==> src/so_pkg.sv <==
`default_nettype none

package so_pkg;

  localparam int SO_NUM_STREAMS = 4;
  localparam int SO_STREAM_W    = 2;
  localparam int SO_ADDR_W      = 32;
  localparam int SO_BEAT_W      = 128;
  localparam int SO_BEAT_BYTES  = 16;
  localparam int SO_FIFO_DEPTH  = 8;
  localparam int SO_CNT_W       = 16;

  localparam int SO_AXIL_ADDR_W = 8;
  localparam int SO_AXIL_DATA_W = 32;

  // Register map, one block of four words per stream
  localparam logic [7:0] SO_REG_STRIDE  = 8'd16;
  localparam logic [7:0] SO_REG_BASE    = 8'd0;
  localparam logic [7:0] SO_REG_SIZE    = 8'd4;
  localparam logic [7:0] SO_REG_WRITTEN = 8'd8;
  localparam logic [7:0] SO_REG_DROPPED = 8'd12;
  localparam logic [7:0] SO_REG_CTRL    = 8'h40;

  // One beat, seen as a primitive header or as four attributes
  typedef union packed {
    struct packed {
      logic [SO_BEAT_W-SO_CNT_W-SO_STREAM_W-1:0] rsvd;
      logic [SO_CNT_W-1:0]                       beats;
      logic [SO_STREAM_W-1:0]                    stream;
    } hdr;
    logic [3:0][31:0] attr;
  } so_beat_t;

endpackage

`default_nettype wire
==> src/so_stream_router.sv <==
`timescale 1ns/10ps
`default_nettype none

module so_stream_router (
  input  wire                                  clk,
  input  wire                                  rst_n,
  input  wire                                  in_valid,
  input  wire  [so_pkg::SO_BEAT_W-1:0]         in_data,
  input  wire                                  in_last,
  output logic                                 in_ready,
  input  wire                                  enable,
  output logic [so_pkg::SO_NUM_STREAMS-1:0]    prim_valid,
  output so_pkg::so_beat_t                     prim_data,
  output logic                                 prim_first,
  output logic [so_pkg::SO_CNT_W-1:0]          prim_beats,
  input  wire  [so_pkg::SO_NUM_STREAMS-1:0]    prim_ready
);

  so_pkg::so_beat_t              word;
  logic                          data_st;
  logic                          first_q;
  logic [so_pkg::SO_STREAM_W-1:0] sel_q;
  logic [so_pkg::SO_CNT_W-1:0]   beats_q;

  assign word = in_data;

  // Headers are swallowed here, data beats wait on the chosen engine
  assign in_ready = enable && (!data_st || prim_ready[sel_q]);

  always_comb begin
    prim_valid        = '0;
    prim_valid[sel_q] = in_valid && enable && data_st;
  end

  assign prim_data  = word;
  assign prim_first = first_q;
  assign prim_beats = beats_q;

  always_ff @(posedge clk) begin
    if (!rst_n) begin
      data_st <= 1'b0;
      first_q <= 1'b0;
      sel_q   <= '0;
      beats_q <= '0;
    end else if (in_valid && in_ready) begin
      if (!data_st) begin
        data_st <= 1'b1;
        first_q <= 1'b1;
        sel_q   <= word.hdr.stream;
        // A zero count still carries one data beat
        beats_q <= (word.hdr.beats == '0) ? so_pkg::SO_CNT_W'(1) : word.hdr.beats;
      end else begin
        first_q <= 1'b0;
        if (in_last) begin
          data_st <= 1'b0;
        end
      end
    end
  end

endmodule

`default_nettype wire

==> config.mk <==
export PLATFORM = sky130hd
export DESIGN_NAME = so_stream_router
export DESIGN_NICKNAME = d
export VERILOG_FILES = /design/src/so_pkg.sv /design/src/so_stream_router.sv
export SDC_FILE = /design/constraint.sdc
export NUM_CORES = 1
export LEC_CHECK = 0
export BUFFER_PORTS_ARGS = -buffer_cell sky130_fd_sc_hd__buf_2
export CAP_MARGIN = 0
export CORE_AREA = 2 2 111 113
export CTS_CLUSTER_DIAMETER = 50
export DETAILED_ROUTE_END_ITERATION = 10
export DIE_AREA = 0 0 113 115
export REMOVE_ABC_BUFFERS = 1
export SLEW_MARGIN = 25
export SYNTH_ARGS = -nofsm -noshare
export SYNTH_HDL_FRONTEND = slang
export SYNTH_SLANG_ARGS = --single-unit
==> constraint.sdc <==
create_clock -name clk -period 1.2 [get_ports clk]
set_input_delay 0.24 -clock clk [delete_from_list [all_inputs] [get_ports clk]]
set_output_delay 0.24 -clock clk [all_outputs]
set_load 0.01 [all_outputs]
# ---- Yosys cells after proc, flatten, opt, wreduce, memory -nomap -nowiden
# Index checks and enable logic that the tools add are counted.
dict set report op_classes {
  n_lt_le_gt_ge 2
  n_mux 8
  bitwise 2
  n_reduce_logical 9
}
# operator n
set ops {}
lappend ops {{logical NOT 16 bit} 1}
lappend ops {{2-to-1 mux 16 bit} 1}
lappend ops {{logical AND 1 bit} 5}
lappend ops {{2-to-1 mux 1 bit} 5}
lappend ops {{AND 4 bit} 1}
lappend ops {{less-than comparator 2 x 3 -> 1 bit (second input constant)} 1}
lappend ops {{binary-select mux 1 bit (select 2 bit)} 1}
lappend ops {{demux 1 bit (select 2 bit)} 1}
lappend ops {{greater-or-equal comparator 2 x 1 -> 1 bit (second input constant)} 1}
lappend ops {{AND reduction 2 bit} 1}
lappend ops {{logical NOT 1 bit} 1}
lappend ops {{logical OR 1 bit} 1}
lappend ops {{inverter 1 bit} 1}
dict set report totals {
  reg_bits 20
  output_inout_bits 150
  elab_cells 25
}

# ---- Logic depth before layout (Yosys ltp)
dict set report depth {
  word_depth 6
  ltp_mapped 5
  depth_no_buf 3
}

# ---- Worst setup path after synthesis
# No wires, ideal clock.
dict set report synth_path {
  path_kind {register to output}
  startpoint {register sel_q[0] in the netlist's numbering}
  endpoint {output in_ready}
  t_arrival_ns 1.084
  path_slack_ns -0.124
  path_stages_with_launch 5
  path_cell_list {dfxtp_1 -> buf_6 -> mux2i_1 -> mux2_2 -> a21boi_0}
}
dict set report synth_between {
  elab_chain_len 4
}
# item line
set synth_lines {}
lappend synth_lines {{from (decl)} so_stream_router.sv:22} ;# logic [so_pkg::SO_STREAM_W-1:0] sel_q;
lappend synth_lines {{from (signal assigned)} so_stream_router.sv:49} ;# sel_q <= word.hdr.stream;
lappend synth_lines {{binary-select mux 1 bit (select 2 bit)} so_stream_router.sv:28} ;# assign in_ready = enable && (!data_st || prim_ready[sel_q]);
lappend synth_lines {{2-to-1 mux 1 bit (implied by the code)} so_stream_router.sv:28}
lappend synth_lines {{logical OR 1 bit} so_stream_router.sv:28}
lappend synth_lines {{logical AND 1 bit} so_stream_router.sv:28}
lappend synth_lines {{to (decl)} so_stream_router.sv:10} ;# output logic in_ready,
# No other way between the ends. The select of a mux whose other input is x is not followed.

# ---- Worst setup path in the final report
# Same ends and word-level chain as after synthesis.

==> impl_results.md <==
- CP startpoint kind: flip-flop
- Port Buffer Count: 66
- Clock Skews: 1.724 ps
- Largest net degree at the start of global routing: 19
- CTS Sinks: 20
- Hold endpoint: data_st
- R2R Path Start: data_st
- Post-synthesis cell type count: 27
- Fin. Hold Viols: 0
- Synth Warn #: 0
- Core Box Area: 0.01181 mm2
- Pre-CTS WS: -273.5 ps
- Tot GR Track Use: 27.11%
- Initial DRT Pass Iterations: 7
- Worst setup margin: -389.8 ps
- Diode count: 0
- Worst EP required: 960 ps
- IO Pins: 287
- Most frequent cells in the layout: 64 x buf_2, 21 x nand2_1, 18 x dfxtp_1, 16 x a21oi_2, 12 x buf_4
- CTS buffer count: 3
- Grt total ovfl: 0
- Yosys reg bits: 20
- CTS tree: built
- Post-synthesis sequential area ratio: between 20% and 30%
- # fillers: 1,332
- R2R setup slack: -90 ps
- Worst skew pair latency: 260 ps
- Wire per inst: 56.25 um
- Hold crit path type: input port to flip-flop
- Number of placement rows: 40
- Die footprint: 0.01300 mm2
- Commonest non-fill, non-tap cell in the layout: buf_2
- Initial drt markers: 82
- Status: finished with violations
- Crit path DAT: 1350 ps
- Lkg Pwr: 0.8124 nW
- Min-delay src: in_last
- Global-route wire length before repair: 20.94 mm
- Final Max Slew Viols: 0
- R2R cell count: 5
- Period utilization: 132.5%
- Hold Crit Depth: 2
- Critical-path maximum fanout: 3
- RD Place Congestion: 1.172
- CTS Root Cell: clkbuf_16
- Area grow syn2layout: -3.497%
- Max IR drop VDD: ~0.56 mV
- Vias/cell: 4.234
- Crit end category: output port
- CTS max path bufs: 2
- Total Nets Final: 324
- Die Y: 115 um
- Setup TNS: -1963 ps
- Family with the most delay on the worst path: multiplexers
- RSZ-0062 raised after global routing: true
- MaxCap Viol Count: 0
- Post-route DRC: 20
- Cts hold-fix bufs: 0
- Share of layout cells above drive strength 1: 69.35%
- FF+latch area: 407.9 um2
- Failing checks: DRC, setup timing
- Worst path cell trace: mux2i_2 > mux2_4 > a21boi_2 > buf_4
- Pwr Density: 1171 mW/mm2
- Mapped cell area: 0.001861 mm2
- Critical path class: flip-flop to output port
- Multi-input gate area: 580.6 um2
- Slowest-stage cell, CP: dfxtp_4
- Worst path max stage delay: between 300 and 400 ps
- Mean Syn Cell Area: 7.951 um2
- Initial antenna violation count: 0
- Initial core utilization: roughly 16%
- Slew headroom: 70.53%
- Worst-Margin Slew: 438.0 ps
- Fin crit period: 1590 ps
- Final setup violation count: 23
- WP buf/inv: 1
- Detailed-route via count: 1,410
- Clock Pin Slew Worst Setup and Hold Paths: 70 ps
- Vias in the first global route: 1,263
- H-tree Lvls: 1
- Achievable frequency: roughly 0.63 GHz
- Reg2Reg Capture Point: prim_beats[14]
- Worst hold margin: 207.8 ps
- DRT Wirelength: around 19 mm
- Hpwl dp: 17.34 mm
- Syn Inst Count: 234
- Die span in x: around 110 um
- ANT nets after route: 0
[layer usage]
layer  routed length (um)  up-vias  global-route usage, %
met4                  528        2                  7.236
met5                   58        -                  6.667
met2                 9679      280                  50.06
met3                 5620       18                  42.12
met1                 2845      585                  9.316
li1                     -      525                      -
[through the flow]
| stage | instances | utilization (%) | cell area [um2] | power (mW) |
|---|---|---|---|---|
| 6_report | 333 | 15.20 | 1795 | 2.102 |
| 3_3_place_gp | 325 | 12.36 | 1460 | 1.048 |
| 2_1_floorplan | 100 | - | 843.3 | 0.8381 |
| 4_1_cts | 329 | 13.59 | 1605 | 2.064 |
| 3_5_place_dp | 325 | 12.36 | 1460 | 1.054 |
| 5_1_grt | 333 | 15.20 | 1795 | 2.188 |
[worst max path at each step]
stage | start | endpoint | slack (ps) | cells past startpoint
4_1_cts | sel_q[0] | in_ready | -390 | 4
2_1_floorplan | sel_q[0] | in_ready | -120 | 3
5_1_grt | sel_q[0] | in_ready | -440 | 4
6_report | sel_q[0] | in_ready | -390 | 4
3_3_place_gp | sel_q[0] | in_ready | -250 | 5
3_5_place_dp | sel_q[0] | in_ready | -270 | 5
[cell type report]
cell class / count / share of cell area [%]
clock buffers: 3 / 4.181
clock inverters: 1 / 1.672
inverters: 1 / 0.2091
multi-input cells: 79 / 32.33
flip-flops and latches: 20 / 22.72
well taps: 147 / 10.24
repair buffers: 82 / 28.64
[Yosys cell counts]
library cell / n / share of area, %
mux2i_1: 2 / 1.1
clkinv_1: 1 / 0.20
nor3b_1: 1 / 0.40
o22ai_1: 2 / 0.67
a21oi_1: 9 / 2.4
buf_12: 1 / 1.1
buf_2: 1 / 0.27
nand3b_2: 1 / 0.61
dfxtp_1: 20 / 22
nand2_1: 35 / 7.1
o21ai_0: 1 / 0.27
nor2_1: 3 / 0.61
a21boi_0: 1 / 0.40
and3_2: 2 / 0.81
a311oi_1: 1 / 0.47
nand3b_1: 1 / 0.40
nor4_1: 4 / 1.3
clkbuf_2: 1 / 0.27
nand4_1: 1 / 0.34
and3b_1: 1 / 0.47
buf_1: 1 / 0.20
buf_6: 2 / 1.2
mux2_2: 1 / 0.61
a21oi_2: 10 / 4.7
nand3_1: 1 / 0.27
buf_4: 128 / 52
nand2_2: 2 / 0.67
[registers in the layout, indices dropped and copies added (netlist names)]
name        count
prim_beats     16
sel_q           2
data_st         1
prim_first      1
[power by group]
part           switching [mW]  total, mW  internal (mW)
Clock                   0.316      0.980          0.664
Sequential             0.0197      0.716          0.696
Combinational           0.224      0.407          0.183
[worst reg2reg max path: cells and delay by family, from the launching register on]
family,cells,cell delay (ps)
buffers and inverters,2,340
and+or+nand+nor,2,420
DFF,1,350
AOI/OAI and AO/OA,1,130
[kinds of logic (layout without fill, tap and decap cells)]
family	count (synthesis)	in the layout	share of synthesized area, %
buffers and inverters	135	87	54.87
AND/OR/NAND/NOR	52	52	12.98
AO/OA/AOI/OAI	24	24	8.944
flip-flops	20	20	21.52
multiplexers	3	3	1.681
[repair_timing]
| action | CTS | global route |
|---|---|---|
| buffers inserted | 2 | 1 |
| gates resized for setup | 13 | 35 |
| setup endpoints to repair | 5 | 22 |
| gates cloned | 0 | 3 |
| pin swaps | 3 | 24 |
Power figures use the tool's default switching activity.
