## src/so_pkg.sv

```systemverilog
`default_nettype none

package so_pkg;

  localparam int SO_NUM_STREAMS = 4;
  localparam int SO_STREAM_W    = 2;
  localparam int SO_ADDR_W      = 32;
  localparam int SO_BEAT_W      = 128;
  localparam int SO_BEAT_BYTES  = 16;
  localparam int SO_FIFO_DEPTH  = 8;
  localparam int SO_CNT_W       = 16;

  localparam int SO_AXIL_ADDR_W = 8;
  localparam int SO_AXIL_DATA_W = 32;

  // Register map, one block of four words per stream
  localparam logic [7:0] SO_REG_STRIDE  = 8'd16;
  localparam logic [7:0] SO_REG_BASE    = 8'd0;
  localparam logic [7:0] SO_REG_SIZE    = 8'd4;
  localparam logic [7:0] SO_REG_WRITTEN = 8'd8;
  localparam logic [7:0] SO_REG_DROPPED = 8'd12;
  localparam logic [7:0] SO_REG_CTRL    = 8'h40;

  // One beat, seen as a primitive header or as four attributes
  typedef union packed {
    struct packed {
      logic [SO_BEAT_W-SO_CNT_W-SO_STREAM_W-1:0] rsvd;
      logic [SO_CNT_W-1:0]                       beats;
      logic [SO_STREAM_W-1:0]                    stream;
    } hdr;
    logic [3:0][31:0] attr;
  } so_beat_t;

endpackage

`default_nettype wire
```

## src/so_write_arbiter.sv

```systemverilog
`timescale 1ns/10ps
`default_nettype none

module so_write_arbiter (
  input  wire                                                    clk,
  input  wire                                                    rst_n,
  input  wire  [so_pkg::SO_NUM_STREAMS-1:0]                      req_valid,
  input  wire  [so_pkg::SO_NUM_STREAMS-1:0][so_pkg::SO_ADDR_W-1:0] req_addr,
  input  wire  [so_pkg::SO_NUM_STREAMS-1:0][so_pkg::SO_BEAT_W-1:0] req_data,
  output logic [so_pkg::SO_NUM_STREAMS-1:0]                      req_ready,
  output logic                                                   mem_wr_valid,
  output logic [so_pkg::SO_ADDR_W-1:0]                           mem_wr_addr,
  output logic [so_pkg::SO_BEAT_W-1:0]                           mem_wr_data,
  input  wire                                                    mem_wr_ready
);

  logic [so_pkg::SO_STREAM_W-1:0] last_q;
  logic [so_pkg::SO_STREAM_W-1:0] held_q;
  logic                           locked_q;
  logic [so_pkg::SO_STREAM_W-1:0] cand;
  logic [so_pkg::SO_STREAM_W-1:0] pick;
  logic [so_pkg::SO_STREAM_W-1:0] gnt;
  logic                           found;

  // Search starts one past the last served requester
  always_comb begin
    pick  = last_q;
    found = 1'b0;
    cand  = last_q;
    for (int k = 1; k <= so_pkg::SO_NUM_STREAMS; k++) begin
      cand = last_q + k[so_pkg::SO_STREAM_W-1:0];
      if (!found && req_valid[cand]) begin
        pick  = cand;
        found = 1'b1;
      end
    end
  end

  // Stalled output keeps its grant
  assign gnt          = locked_q ? held_q : pick;
  assign mem_wr_valid = req_valid[gnt];
  assign mem_wr_addr  = req_addr[gnt];
  assign mem_wr_data  = req_data[gnt];

  always_comb begin
    req_ready      = '0;
    req_ready[gnt] = mem_wr_ready;
  end

  always_ff @(posedge clk) begin
    if (!rst_n) begin
      last_q   <= '1;
      held_q   <= '0;
      locked_q <= 1'b0;
    end else if (mem_wr_valid) begin
      if (mem_wr_ready) begin
        last_q   <= gnt;
        locked_q <= 1'b0;
      end else begin
        held_q   <= gnt;
        locked_q <= 1'b1;
      end
    end
  end

endmodule

`default_nettype wire

```

## config.mk

```make
export PLATFORM = sky130hd
export DESIGN_NAME = so_write_arbiter
export DESIGN_NICKNAME = d
export VERILOG_FILES = /design/src/so_pkg.sv /design/src/so_write_arbiter.sv
export SDC_FILE = /design/constraint.sdc
export NUM_CORES = 1
export LEC_CHECK = 0
export CAP_MARGIN = 20
export CELL_PAD_IN_SITES_DETAIL_PLACEMENT = 1
export CELL_PAD_IN_SITES_GLOBAL_PLACEMENT = 2
export CORE_AREA = 2 2 316 318
export CTS_CLUSTER_SIZE = 28
export DETAILED_ROUTE_END_ITERATION = 10
export DIE_AREA = 0 0 318 320
export DONT_BUFFER_PORTS = 1
export HOLD_SLACK_MARGIN = 0.05
export PLACE_DENSITY = 0.41
export SYNTH_ARGS = -nofsm -noshare
export SYNTH_HDL_FRONTEND = slang
export SYNTH_SLANG_ARGS = --single-unit
```

## constraint.sdc

```tcl
create_clock -name clk -period 5 [get_ports clk]
set_input_delay 0.5 -clock clk [delete_from_list [all_inputs] [get_ports clk]]
set_output_delay 0.5 -clock clk [all_outputs]
set_load 0.01 [all_outputs]
```

* Word-level counts from Yosys, hierarchy flattened
Cells that the tools add are included.
** Cells by class
- Order comparisons :: 6
- $add $sub $neg :: 3
- Multiplexer cells :: 25
- Reductions and logical operators :: 9
- Bitwise gates (word level) :: 2
** Operator list (count)
- binary-select mux 128 bit (select 2 bit) :: 1
- two-way mux 128 bit :: 1
- binary-select mux 32 bit (select 2 bit) :: 1
- two-way mux 32 bit :: 1
- < comparator 2 x 3 -> 1 bit (second input constant) :: 5
- binary-select mux 1 bit (select 2 bit) :: 5
- two-way mux 1 bit :: 10
- two-way mux 2 bit :: 5
- adder 2 bit (second input constant) :: 2
- AND 4 bit :: 1
- logical AND 1 bit :: 4
- AND reduction 2 bit :: 2
- logical NOT 1 bit :: 3
- adder 2 x 1 -> 2 bit (second input constant) :: 1
- demux 1 bit (select 2 bit) :: 1
- >= comparator 2 x 1 -> 1 bit (second input constant) :: 1
- NOT 1 bit :: 1
** Storage, ports and cells
- Input port bits :: 647
- Logic and storage cells :: 48
- Output and inout bits :: 165
- Register bits :: 5

* Longest topological paths before layout
- Depth in word-level cells :: 19
- Mapped depth :: 9
- Mapped depth without buffers :: 5

* Worst setup path after synthesis
Ideal clock, no wire load.
- Path kind :: input to output
- Start :: in req_valid[2] (netlist name)
- End :: out mem_wr_data[100] (netlist name)
- Buffers on the path :: 3
- Cell stages on the path :: 8
- Arrival :: 2093 ps
- Required time :: 4500 ps
- Path slack :: 2407 ps
- Cells stage by stage :: nand2b_1 > a21oi_1 > or2_1 > buf_2 > buf_2 > buf_2 > mux2_2 > a22oi_1
** Between the ends
- Word-level cells in the longest chain between the ends :: 15
- Elaborated cells on any way between the ends :: 24
- Those cells by class :: mux (18); reduce/logical (6)
** RTL lines
- start: declaration :: line so_write_arbiter.sv:7 : input wire [so_pkg::SO_NUM_STREAMS-1:0] req_valid,
- binary-select mux 1 bit (select 2 bit) :: line so_write_arbiter.sv:32 : if (!found && req_valid[cand]) begin
- two-way mux 1 bit (not written as such) :: line so_write_arbiter.sv:32
- two-way mux 1 bit :: line so_write_arbiter.sv:32
- logical NOT 1 bit :: line so_write_arbiter.sv:32
- logical AND 1 bit :: line so_write_arbiter.sv:32
- two-way mux 1 bit :: line so_write_arbiter.sv:32
- logical NOT 1 bit :: line so_write_arbiter.sv:32
- logical AND 1 bit :: line so_write_arbiter.sv:32
- two-way mux 1 bit :: line so_write_arbiter.sv:32
- logical NOT 1 bit :: line so_write_arbiter.sv:32
- logical AND 1 bit :: line so_write_arbiter.sv:32
- two-way mux 2 bit (*) :: line so_write_arbiter.sv:32
- two-way mux 2 bit (*) :: line so_write_arbiter.sv:40 : assign gnt = locked_q ? held_q : pick;
- binary-select mux 128 bit (select 2 bit) (*) :: line so_write_arbiter.sv:43 : assign mem_wr_data = req_data[gnt];
- two-way mux 128 bit (not written as such) (*) :: line so_write_arbiter.sv:43
- end: declaration :: line so_write_arbiter.sv:13 : output logic [so_pkg::SO_BEAT_W-1:0] mem_wr_data,
Mark *: on every way between the ends. The rest lies on a longest branch, timed or not. The select of a mux whose other input is x is not followed.

* Worst setup path after layout
- Start :: reg last_q[1] (netlist name)
- End :: out mem_wr_data[98] (netlist name)
** Between the ends
- Word-level cells in the longest chain between the ends :: 16
- Elaborated cells on any way between the ends :: 27
- Those cells by class :: add/sub (3); mux (18); reduce/logical (6)
** RTL lines
- start: declaration :: line so_write_arbiter.sv:17 : logic [so_pkg::SO_STREAM_W-1:0] last_q;
- start signal: assignment :: line so_write_arbiter.sv:57 : last_q <= gnt;
- adder 2 x 1 -> 2 bit :: line so_write_arbiter.sv:31 : cand = last_q + k[so_pkg::SO_STREAM_W-1:0];
- binary-select mux 1 bit (select 2 bit) :: line so_write_arbiter.sv:32
- two-way mux 1 bit (not written as such) :: line so_write_arbiter.sv:32
- two-way mux 1 bit :: line so_write_arbiter.sv:32
- logical NOT 1 bit :: line so_write_arbiter.sv:32
- logical AND 1 bit :: line so_write_arbiter.sv:32
- two-way mux 1 bit :: line so_write_arbiter.sv:32
- logical NOT 1 bit :: line so_write_arbiter.sv:32
- logical AND 1 bit :: line so_write_arbiter.sv:32
- two-way mux 1 bit :: line so_write_arbiter.sv:32
- logical NOT 1 bit :: line so_write_arbiter.sv:32
- logical AND 1 bit :: line so_write_arbiter.sv:32
- two-way mux 2 bit (*) :: line so_write_arbiter.sv:32
- two-way mux 2 bit (*) :: line so_write_arbiter.sv:40
- binary-select mux 128 bit (select 2 bit) (*) :: line so_write_arbiter.sv:43
- two-way mux 128 bit (not written as such) (*) :: line so_write_arbiter.sv:43
Marked as above.

==> flow_metrics.tcl <==
set metrics [dict create \
    drt_iter0_drc 582 \
    synth_area_sq_um 9620 \
    cts_resized 0 \
    wl_mm 60.5 \
    drc 0 \
    gp_congestion 0.791 \
    die_h_um 320 \
    wl_per_cell_um 24.0 \
    nets 1873 \
    worstPathMaxFanout 102 \
    hpwl_mm 47.1 \
    fillers 11700 \
    portBuffers 0 \
    seq_area_sq_um 100 \
    ys_seq_elements 5 \
    max-slew-margin-rel_pct 30.0 \
    endpoint_kind "output port" \
    ys_top_cells_by_area "mux2_2 (19%), mux2i_1 (17%), a22o_1 (15%)" \
    ys_types 39 \
    cts_root_buf "clkbuf_16" \
    hold_violations 0 \
    grt_pass1_vias 11500 \
    clock_skew_ns 0.00259 \
    peakVddDrop_uv 126 \
    synth-edff-count 0 \
    synth_flop_cell "dfxtp_1" \
    tightest_slew_ns 1.05 \
    max_stage_delay_ns 0.64 \
    setup-tns-final_ns 0 \
    min_period_over_period_pct 74.6 \
    drv_slew 0 \
    clock_path_buffers 2 \
    hold_path.class "primary input to flop" \
    grt_max_degree 151 \
    cts_tree "yes" \
    rows 115 \
    synth_top_area_share_pct 18.8 \
    via_per_inst 4.43 \
    fin_ws_ns 1.27 \
    ys_top_cells_by_count "nand2_1 (329), mux2i_1 (162), mux2_2 (161)" \
    crit_type "flop to output port" \
    drive_above_1_share_pct 17.6 \
    total_power_mw 2.27 \
    crit_slowest_cell "mux2i_1" \
    cts_hold_buf 0 \
    critical_path_required_ns 4.50 \
    synth.avg_cell_area_sq_um 7.18 \
    grt_use_total_pct 10.9 \
    report.final.setup_viol 0 \
    die-width_um 318 \
    antenna_found_initial 9 \
    syn_nets 1987 \
    dieArea_sq_um 102000 \
    drtPass1Iterations 5 \
    cp.arrival_ns 3.23 \
    yosysSeqAreaShare_pct 1.04 \
    min_period_ns 3.73 \
    cp_cell_sequence "mux2_4, and2_1, o41ai_4, buf_12, mux2i_1, a22oi_1" \
    powerDensity_nw_per_um2 204 \
    async_flop_share_pct 0 \
    post_cts_buffers 0 \
    dp_slack_ns 1.63 \
    status "finished, final reports clean" \
    num_vias 11200 \
    rsz0062_at_grt "no" \
    power.leakage_nw 4.05 \
    critPathLaunchType "flop" \
    clock.fmax_mhz 268 \
    numCtsBuffers 3 \
    multi_input_area_sq_um 8810 \
    detail-route-antenna-nets 0 \
    cts.sinks 5 \
    grt_pass1_wl_mm 84.4 \
    cap_violations 0 \
    syn_inst 1340 \
    synth_most_common_cell "nand2_1" \
    start_util_pct 9.82 \
    synth_top_cell_by_area "mux2_2" \
    clk_latency_ns 0.23 \
    io-pin-count 812 \
    areaGrowthSynthToFinish_pct 15.7 \
    clk_pin_slew_ns 0.04 \
    grt_overflow 0 \
    core_area_sq_um 98000 \
    cts-htree-levels 1 \
    yosys_warnings 0 \
]
==> flip-flops by register name, summed over array words and instances, names as in the netlist <==
name	count
held_q	2
last_q	2
locked_q	1
==> routing by layer <==
metal | up-vias | wire length (um) | track usage (%)
met5 | - | 13 | 0
li1 | 4978 | - | -
met3 | 66 | 4030 | 2.74
met2 | 505 | 31200 | 20.2
met1 | 5618 | 23100 | 12.0
met4 | 2 | 2180 | 3.92
==> layout by cell type (no fill, tap or decap), types with 2 or more instances in the layout <==
cell type / Yosys / final
a211oi_1: 160 / 160
a21boi_0: 2 / 2
a21oi_1: 4 / 4
a22o_1: 160 / 160
a22oi_1: 160 / 160
and2_1: 3 / 3
buf_12: 0 / 16
buf_4: 9 / 24
clkbuf_16: 0 / 3
dfxtp_1: 5 / 5
diode_2: 0 / 8
inv_1: 2 / 2
mux2_2: 161 / 161
mux2i_1: 162 / 162
nand2_1: 329 / 329
nand2b_1: 3 / 3
nor2_1: 4 / 3
nor2_4: 0 / 3
nor3_1: 2 / 2
o21ai_0: 4 / 4
==> critical path: cells and delay by family (launching register included) <==
family                 cells  cell delay, ns
multiplexers               2            1.00
buffers and inverters      1            0.38
AND/OR/NAND/NOR            1            0.21
AO/OA/AOI/OAI              2            0.54
flip-flops                 1            0.45
==> per-stage QoR <==
step                      instances  cell area, sq um  util (%)  hold slack, ns
after CTS                      2512             11100      11.3           0.356
after global routing           2517             11100      11.4           0.357
after floorplan                1340              9620         -           0.486
after detailed placement       2508             11000      11.3           0.539
final                          2520             11100      11.4           0.354
after global placement         2508             11000      11.3           0.529
==> area by class of cell <==
type | count | share of cell area, %
clock buffers | 4 | 0.708
diodes | 8 | 0.180
well taps | 1287 | 14.5
multi-input cells | 1173 | 79.1
flip-flops and latches | 5 | 0.899
repair buffers | 40 | 4.49
inverters | 3 | 0.146
==> power breakdown <==
part | switching [mW] | internal, mW
clock | 0.0272 | 0.106
combinational | 1.26 | 0.822
sequential | 0.00932 | 0.0442
==> worst paths after layout <==
kind / start / cells past startpoint / to / slack (ns)
min reg2reg: last_q[0] / 2 / last_q[0] / 0.54
min: rst_n / 1 / last_q[1] / 0.35
max: last_q[1] / 6 / mem_wr_data[98] / 1.27
max reg2reg: last_q[1] / 6 / held_q[0] / 2.82
==> logic make-up after synthesis <==
| group | after synthesis | synth area share, % |
|---|---|---|
| compound gates | 500 | 41.1 |
| simple gates | 348 | 14.0 |
| mux | 325 | 36.1 |
| buf+inv | 162 | 7.82 |
| flops | 5 | 1.04 |
(Power assumes the default switching activity.)
