File: src/so_pkg.sv
`default_nettype none

package so_pkg;

  localparam int SO_NUM_STREAMS = 4;
  localparam int SO_STREAM_W    = 2;
  localparam int SO_ADDR_W      = 32;
  localparam int SO_BEAT_W      = 128;
  localparam int SO_BEAT_BYTES  = 16;
  localparam int SO_FIFO_DEPTH  = 8;
  localparam int SO_CNT_W       = 16;

  localparam int SO_AXIL_ADDR_W = 8;
  localparam int SO_AXIL_DATA_W = 32;

  // Register map, one block of four words per stream
  localparam logic [7:0] SO_REG_STRIDE  = 8'd16;
  localparam logic [7:0] SO_REG_BASE    = 8'd0;
  localparam logic [7:0] SO_REG_SIZE    = 8'd4;
  localparam logic [7:0] SO_REG_WRITTEN = 8'd8;
  localparam logic [7:0] SO_REG_DROPPED = 8'd12;
  localparam logic [7:0] SO_REG_CTRL    = 8'h40;

  // One beat, seen as a primitive header or as four attributes
  typedef union packed {
    struct packed {
      logic [SO_BEAT_W-SO_CNT_W-SO_STREAM_W-1:0] rsvd;
      logic [SO_CNT_W-1:0]                       beats;
      logic [SO_STREAM_W-1:0]                    stream;
    } hdr;
    logic [3:0][31:0] attr;
  } so_beat_t;

endpackage

`default_nettype wire
File: src/so_axil_regs.sv
`timescale 1ns/10ps
`default_nettype none

module so_axil_regs (
  input  wire                                                    clk,
  input  wire                                                    rst_n,
  input  wire                                                    s_axil_awvalid,
  output logic                                                   s_axil_awready,
  input  wire  [so_pkg::SO_AXIL_ADDR_W-1:0]                      s_axil_awaddr,
  input  wire                                                    s_axil_wvalid,
  output logic                                                   s_axil_wready,
  input  wire  [so_pkg::SO_AXIL_DATA_W-1:0]                      s_axil_wdata,
  input  wire  [so_pkg::SO_AXIL_DATA_W/8-1:0]                    s_axil_wstrb,
  output logic                                                   s_axil_bvalid,
  input  wire                                                    s_axil_bready,
  output logic [1:0]                                             s_axil_bresp,
  input  wire                                                    s_axil_arvalid,
  output logic                                                   s_axil_arready,
  input  wire  [so_pkg::SO_AXIL_ADDR_W-1:0]                      s_axil_araddr,
  output logic                                                   s_axil_rvalid,
  input  wire                                                    s_axil_rready,
  output logic [so_pkg::SO_AXIL_DATA_W-1:0]                      s_axil_rdata,
  output logic [1:0]                                             s_axil_rresp,
  output logic [so_pkg::SO_NUM_STREAMS-1:0][so_pkg::SO_ADDR_W-1:0] buf_base,
  output logic [so_pkg::SO_NUM_STREAMS-1:0][so_pkg::SO_CNT_W-1:0]  buf_size,
  output logic                                                   enable,
  output logic                                                   clear,
  input  wire  [so_pkg::SO_NUM_STREAMS-1:0][so_pkg::SO_CNT_W-1:0]  written,
  input  wire  [so_pkg::SO_NUM_STREAMS-1:0][so_pkg::SO_CNT_W-1:0]  dropped
);

  logic                              aw_held;
  logic                              w_held;
  logic [so_pkg::SO_AXIL_ADDR_W-1:0] awaddr_q;
  logic [so_pkg::SO_AXIL_DATA_W-1:0] wdata_q;
  logic                              aw_fire;
  logic                              w_fire;
  logic                              ar_fire;
  logic                              do_wr;
  logic [so_pkg::SO_AXIL_ADDR_W-1:0] wr_addr;
  logic [so_pkg::SO_AXIL_DATA_W-1:0] wr_data;
  logic [7:0]                        wr_slot;
  logic [7:0]                        rd_slot;
  logic [7:0]                        wr_off;
  logic [7:0]                        rd_off;
  logic [so_pkg::SO_AXIL_DATA_W-1:0] rd_word;

  // Registers take whole words, strobes are not decoded
  assign s_axil_awready = !aw_held && !s_axil_bvalid;
  assign s_axil_wready  = !w_held && !s_axil_bvalid;
  assign s_axil_arready = !s_axil_rvalid;
  assign s_axil_bresp   = 2'b00;
  assign s_axil_rresp   = 2'b00;

  assign aw_fire = s_axil_awvalid && s_axil_awready;
  assign w_fire  = s_axil_wvalid && s_axil_wready;
  assign ar_fire = s_axil_arvalid && s_axil_arready;

  // Write goes ahead once both halves are in, in either order
  assign do_wr   = (aw_held || aw_fire) && (w_held || w_fire);
  assign wr_addr = aw_held ? awaddr_q : s_axil_awaddr;
  assign wr_data = w_held ? wdata_q : s_axil_wdata;

  // Stream index and offset within its block
  assign wr_slot = wr_addr / so_pkg::SO_REG_STRIDE;
  assign wr_off  = wr_addr % so_pkg::SO_REG_STRIDE;
  assign rd_slot = s_axil_araddr / so_pkg::SO_REG_STRIDE;
  assign rd_off  = s_axil_araddr % so_pkg::SO_REG_STRIDE;

  always_comb begin
    rd_word = '0;
    if (s_axil_araddr < so_pkg::SO_REG_CTRL) begin
      case (rd_off)
        so_pkg::SO_REG_BASE:    rd_word = buf_base[rd_slot[so_pkg::SO_STREAM_W-1:0]];
        so_pkg::SO_REG_SIZE:
          rd_word[so_pkg::SO_CNT_W-1:0] = buf_size[rd_slot[so_pkg::SO_STREAM_W-1:0]];
        so_pkg::SO_REG_WRITTEN:
          rd_word[so_pkg::SO_CNT_W-1:0] = written[rd_slot[so_pkg::SO_STREAM_W-1:0]];
        so_pkg::SO_REG_DROPPED:
          rd_word[so_pkg::SO_CNT_W-1:0] = dropped[rd_slot[so_pkg::SO_STREAM_W-1:0]];
        default:                rd_word = '0;
      endcase
    end else if (s_axil_araddr == so_pkg::SO_REG_CTRL) begin
      rd_word[0] = enable;
    end
  end

  always_ff @(posedge clk) begin
    if (!rst_n) begin
      aw_held       <= 1'b0;
      w_held        <= 1'b0;
      s_axil_bvalid <= 1'b0;
      s_axil_rvalid <= 1'b0;
      buf_base      <= '0;
      buf_size      <= '0;
      enable        <= 1'b0;
      clear         <= 1'b0;
    end else begin
      clear <= 1'b0;
      if (s_axil_bvalid && s_axil_bready) begin
        s_axil_bvalid <= 1'b0;
      end
      if (do_wr) begin
        aw_held       <= 1'b0;
        w_held        <= 1'b0;
        s_axil_bvalid <= 1'b1;
        if (wr_addr < so_pkg::SO_REG_CTRL) begin
          if (wr_off == so_pkg::SO_REG_BASE) begin
            buf_base[wr_slot[so_pkg::SO_STREAM_W-1:0]] <= wr_data;
          end
          if (wr_off == so_pkg::SO_REG_SIZE) begin
            buf_size[wr_slot[so_pkg::SO_STREAM_W-1:0]] <= wr_data[so_pkg::SO_CNT_W-1:0];
          end
        end else if (wr_addr == so_pkg::SO_REG_CTRL) begin
          enable <= wr_data[0];
          clear  <= wr_data[1];
        end
      end else begin
        if (aw_fire) aw_held <= 1'b1;
        if (w_fire)  w_held  <= 1'b1;
      end
      if (ar_fire) begin
        s_axil_rvalid <= 1'b1;
      end else if (s_axil_rready) begin
        s_axil_rvalid <= 1'b0;
      end
    end
  end

  always_ff @(posedge clk) begin
    if (aw_fire) awaddr_q <= s_axil_awaddr;
    if (w_fire)  wdata_q  <= s_axil_wdata;
    if (ar_fire) s_axil_rdata <= rd_word;
  end

endmodule

`default_nettype wire

File: config.mk
export PLATFORM = sky130hd
export DESIGN_NAME = so_axil_regs
export DESIGN_NICKNAME = d
export VERILOG_FILES = /design/src/so_pkg.sv /design/src/so_axil_regs.sv
export SDC_FILE = /design/constraint.sdc
export NUM_CORES = 1
export LEC_CHECK = 0
export BUFFER_PORTS_ARGS = -buffer_cell sky130_fd_sc_hd__buf_2
export CAP_MARGIN = 20
export CORE_AREA = 5 5 162 164
export DETAILED_ROUTE_END_ITERATION = 6
export DIE_AREA = 0 0 167 169
export HOLD_SLACK_MARGIN = 0.12
export MAX_ROUTING_LAYER = met4
export PLACE_DENSITY = 0.77
export SLEW_MARGIN = 20
export SYNTH_ARGS = -nofsm -noshare
export SYNTH_HDL_FRONTEND = slang
export SYNTH_SLANG_ARGS = --single-unit
File: constraint.sdc
create_clock -name clk -period 5.45 [get_ports clk]
set_clock_uncertainty 0.15 [all_clocks]
set_input_delay 1.09 -clock clk [delete_from_list [all_inputs] [get_ports clk]]
set_output_delay 1.09 -clock clk [all_outputs]
set_load 0.01 [all_outputs]
# Word-level counts from Yosys, hierarchy flattened
# Index checks and enable logic that the tools add are counted.
[word_totals]
ff_bits = 270
latch_bits = 0
mem_bits_rw = 0
romBits = 0
input_bits = 187
word_cells = 81
mem_count = 0
[classes]
n_addsub = 0
multipliers = 0
div_mod_pow = 0
magnitude_cmp = 5
n_eq_ne = 6
n_shift = 0
n_mux = 23
n_bitwise = 4
n_reduce_logical = 24
[ops]
columns = ["operator", "n"]
rows = [
  ["128-bit bitwise mux", 1],
  ["16-bit binary-select mux with 2-bit select", 3],
  ["32-bit two-way mux", 3],
  ["32-bit binary-select mux with 2-bit select", 1],
  ["64-bit bitwise mux", 1],
  ["32-bit demux with 2-bit select", 1],
  ["16-bit two-way mux", 4],
  ["16-bit case mux with 4 select lines", 1],
  ["16-bit demux with 2-bit select", 1],
  ["8-bit by 7-bit == test with 1-bit output (second input constant)", 2],
  ["8-bit zero test", 2],
  ["8-bit by 7-bit < comparator with 1-bit output (second input constant)", 2],
  ["3-bit AND reduction", 3],
  ["4-bit by 3-bit == test with 1-bit output (second input constant)", 2],
  ["4-bit == test (second input constant)", 2],
  ["1-bit logical AND", 8],
  ["8-bit two-way mux", 1],
  ["2-bit by 3-bit < comparator with 1-bit output (second input constant)", 2],
  ["1-bit two-way mux", 6],
  ["1-bit zero test", 4],
  ["1-bit inverter", 4],
  ["2-bit nonzero test", 2],
  ["4-bit OR reduction", 1],
  ["2-bit by 1-bit >= comparator with 1-bit output (second input constant)", 1],
  ["other kinds (3)", 4],
]

# Depth between registers and ports, before layout
[logic_depth]
word_depth = 7
ltp_mapped = 7
mapped_depth_nobuf = 4

# Worst setup path after synthesis
# No wires, ideal clock.
[synth_path]
path_kind = "input port to flip-flop"
start = "in s_axil_araddr[4] (netlist bit)"
end = "reg s_axil_rdata[22] (netlist bit) (data pin)"
setup_time_ns = 0.255
arrival_ns = 2.957
required_ns = 5.045
setup_slack_ns = 2.088
stages = 5
path_cell_list = "clkbuf_1 buf_1 buf_2 mux4_2 and3_1"
[synth_between]
elab_chain_cells = 2
[synth_rtl]
columns = ["item", "line", "rtl"]
rows = [
  ["start: declaration", "so_axil_regs.sv:19", "input wire [so_pkg::SO_AXIL_ADDR_W-1:0] s_axil_araddr,"],
  ["8-bit by 7-bit < comparator with 1-bit output or 32-bit binary-select mux with 2-bit select (tied branches)", "so_axil_regs.sv:72, so_axil_regs.sv:74", ""],
  ["2-bit AND reduction (no source line) or 32-bit two-way mux (tied branches)", "-", ""],
  ["end signal: assignment", "so_axil_regs.sv:133", "if (ar_fire) s_axil_rdata <= rd_word;"],
  ["end: declaration", "so_axil_regs.sv:22", "output logic [so_pkg::SO_AXIL_DATA_W-1:0] s_axil_rdata,"],
]
# Parallel ways exist; a longest one is shown, timed or not. The select of a mux whose other input is x is not followed.
# A chain may end at the register's enable or synchronous reset.

# Worst setup path after layout
[layout_path]
start = "reg aw_held"
end = "reg buf_base[11] (netlist bit)"
[layout_between]
elab_chain_cells = 6
[layout_rtl]
columns = ["item", "line", "rtl"]
rows = [
  ["start: declaration", "so_axil_regs.sv:32", "logic aw_held;"],
  ["start signal: assignment", "so_axil_regs.sv:90", "aw_held <= 1'b0;"],
  ["start signal: assignment", "so_axil_regs.sv:104", "aw_held <= 1'b0;"],
  ["start signal: assignment", "so_axil_regs.sv:119", "if (aw_fire) aw_held <= 1'b1;"],
  ["8-bit two-way mux or 1-bit zero test (tied branches)", "so_axil_regs.sv:61, so_axil_regs.sv:49", ""],
  ["2-bit by 3-bit < comparator with 1-bit output (implied by the code), or another cell as far along", "so_axil_regs.sv:109", "buf_base[wr_slot[so_pkg::SO_STREAM_W-1:0]] <= wr_data;"],
  ["1-bit logical AND, on equally long branches", "so_axil_regs.sv:109, so_axil_regs.sv:55", ""],
  ["32-bit two-way mux (implied by the code) or 1-bit logical OR (tied branches)", "so_axil_regs.sv:109, so_axil_regs.sv:60", ""],
  ["32-bit demux with 2-bit select or 1-bit logical AND (tied branches)", "so_axil_regs.sv:109, so_axil_regs.sv:60", ""],
  ["128-bit bitwise mux or 3-bit AND reduction (tied branches)", "-", ""],
  ["end signal: indexed assignment", "so_axil_regs.sv:109", ""],
  ["end: declaration", "so_axil_regs.sv:24", "output logic [so_pkg::SO_NUM_STREAMS-1:0][so_pkg::SO_ADDR_W-1:0] buf_base,"],
]
# Parallel ways exist; a longest one is shown, timed or not.

==> results.txt <==
status: finished, final reports clean
CTS Buffer Depth: 3
Die W: 167 um
postcts setup bufs: 0
hold path cells: 2
vias per std cell: 5.759
Critical Path Fanout Max: 23
Via Count: 10124
synthesized area: 12250 um^2
clk sink count: 270
Max Slew Vio Count: 0
Area growth, synth to finish: 27.99%
H-tree Lvls: 1
aggregate global-route resource usage: 27.66%
CTS resizes: 0
Distinct cells, synth: 40
drt first pass iters: 6
Seq/Total Area, Yosys: 50.00%
Tcrit/Tclk final: 71.47%
post-synthesis average cell area: 12.09 um^2
Worst EP arrival: 4.14 ns
worst hold path type: flip-flop to flip-flop
R2R depth: 5
element type at the critical path end: flip-flop
first-pass GRT wire length: 60530 um
PwrDens: 292.2 nW/um^2
routed wire length per instance: 22.61 um
worst hold endpoint: buf_base[111]$_SDFFE_PN0P_
I/O Buffers: 413
total gr overflow: 0
Rows: 58
Num CTS Buffers: 28
Synth warnings: 0
die height: 169 um
Starting Density: 49.51%
worst rel slew slack: 22.03%
Critical Path RT: 5.69 ns
Reg-to-Reg End: buf_base[11]$_SDFFE_PN0P_
final-stage net count: 1585
reg-to-reg slack, setup: 1.55 ns
Worst IR Drop VDD: 0.0002182 V
final setup vio count: 0
Final ANT Viol Nets: 0
Hold Buf Count CTS: 0
CP max-delay cell: a222oi_1
CTS tree: done
DRC violations left: 0
Core Area: 24750 um^2
Power, Total: 4582 uW
number of flops mapped to enable cells by yosys: 72
endpoints failing hold: 0
crit path cell chain: or3b_2 > a222oi_1 > nand3_2 > buf_4 > mux2i_1
CP max stage delay: 0.97 ns
worst slew pin tran: 1.170 ns
Crit Path Class: flip-flop to flip-flop
number of global-route vias before repair: 10498
Die ar.: 28220 um^2
setup_tns: 0 ns
RSZ-0062 raised after global routing: false
share of cells above drive strength 1: 42.75%
Detailed Route WL: 39750 um
Yosys reg bits: 270
Clk pin slew, worst setup/hold paths: 0.06 ns
largest net degree at the start of global routing: 140
worst r2r src: aw_held$_SDFFE_PP0P_
initial antenna violation count: 8
minimum clock period: 3.895 ns
Syn Inst Count: 1013
Worst setup SP type: flip-flop
I/O pins: 422
MaxCap Viol Count: 0
fraction of registers with async set/reset: 0%
clock root buffer: clkbuf_16
Synth Flop Type: dfxtp_1
static leakage: 0.007881 uW
min-delay src: buf_base[111]$_SDFFE_PN0P_
Max Clock Freq: 256.7 MHz
Clock Latency Late Sink: 0.54 ns
gpl congestion: 0.8470
post-DP HPWL: 28120 um
initial detailed-routing violation count: 848
routing by layer:
| metal | global-route usage, % | part of all wire [%] | vias to the layer above |
|---|---|---|---|
| met5 | - | 0 | - |
| met4 | 8.324 | 2.8 | 0 |
| met3 | 6.189 | 9.1 | 87 |
| met2 | 46.74 | 50 | 539 |
| met1 | 33.46 | 38 | 5004 |
| li1 | - | - | 4494 |
worst max-delay path by stage:
stage / from / endpoint / cells after the start
6_report: aw_held$_SDFFE_PP0P_ / buf_base[11]$_SDFFE_PN0P_ / 5
5_1_grt: aw_held$_SDFFE_PP0P_ / buf_base[13]$_SDFFE_PN0P_ / 5
4_1_cts: aw_held$_SDFFE_PP0P_ / buf_base[21]$_SDFFE_PN0P_ / 5
3_5_place_dp: s_axil_awaddr[0] / buf_base[13]$_SDFFE_PN0P_ / 6
3_3_place_gp: s_axil_awaddr[0] / buf_base[14]$_SDFFE_PN0P_ / 6
2_1_floorplan: s_axil_araddr[4] / s_axil_rdata[22]$_SDFFCE_PN0P_ / 5
placed cells by master, fill, tap and decap left out, drive strengths merged, types with 2 or more instances in the layout:
cell type	instances
mux4	80
and3	16
diode	8
buf	432
and2	3
clkbuf	44
or3b	3
nand3b	2
a222oi	2
dfxtp	198
a22oi	34
bufinv	4
nor3	2
or3	2
nand2b	3
mux2i	193
clkinvlp	2
conb	4
o21ai	2
clkinv	2
nor4b	3
o32ai	3
nor2	5
mux2	32
nand3	10
inv	8
nor4	2
a21oi	17
edfxtp	72
nand2	229
registers in the layout (all words and copies together) (netlist names):
name,count
aw_held,1
awaddr_q,8
buf_base,128
buf_size,64
clear,1
enable,1
s_axil_bvalid,1
s_axil_rdata,32
s_axil_rvalid,1
w_held,1
wdata_q,32
synthesized netlist by cell type, drive strengths merged (5+ instances only):
master,count,area [um^2]
nand3,10,65.06
nand2,229,859.6
edfxtp,72,2162
clkbuf,49,183.9
inv,8,30.03
a21oi,17,85.08
and3,16,100.1
nor2,5,18.77
buf,31,146.4
mux4,80,1802
a22oi,34,255.2
mux2,32,360.4
mux2i,193,1932
dfxtp,198,3964
cells by family after synthesis:
| family | count (synthesis) | synth area share (%) |
|---|---|---|
| and+or+nand+nor | 286 | 10.02 |
| other | 1 | 0.03061 |
| buffers and inverters | 88 | 2.941 |
| AOI/OAI and AO/OA | 63 | 3.595 |
| muxes | 305 | 33.42 |
| DFF | 270 | 50.00 |
worst max-delay path, delay by kind of cell, from the launching register on:
family / cells / cell delay (ns)
AO/OA/AOI/OAI: 1 / 0.97
buffers and inverters: 1 / 0.53
flip-flops: 1 / 0.69
multiplexers: 1 / 0.17
AND/OR/NAND/NOR: 2 / 1.21
report_power, final:
| part | internal (uW) | switching, uW | total, uW |
|---|---|---|---|
| Clock | 1270 | 778 | 2050 |
| Sequential | 2110 | 17.6 | 2120 |
| Combinational | 173 | 233 | 406 |
| Total | 3550 | 1030 | 4580 |
through the flow:
step / std cells / setup WS, ns / cell area [um^2] / hold WS (ns) / util [%]
after floorplan: 1016 / 2.088 / 12260 / 0.3418 / -
after global placement: 1698 / 1.392 / 14650 / 0.3041 / 59.21
after detailed placement: 1698 / 1.213 / 14650 / 0.3128 / 59.21
after CTS: 1750 / 1.638 / 15660 / 0.3256 / 63.29
after global routing: 1758 / 1.465 / 15680 / 0.3447 / 63.37
final: 1758 / 1.555 / 15680 / 0.3243 / 63.37
area by class of cell:
type                            count  area (um^2)
Clock inverter                      8        145.1
Timing Repair Buffer              432         2237
Inverter                            8        30.03
Sequential cell                   270         6127
Fill cell                        1947         9065
Multi-Input combinational cell    658         5846
Clock buffer                       44        863.3
Antenna cell                        8        20.02
Tap cell                          330        412.9
Power figures use the tool's default switching activity.
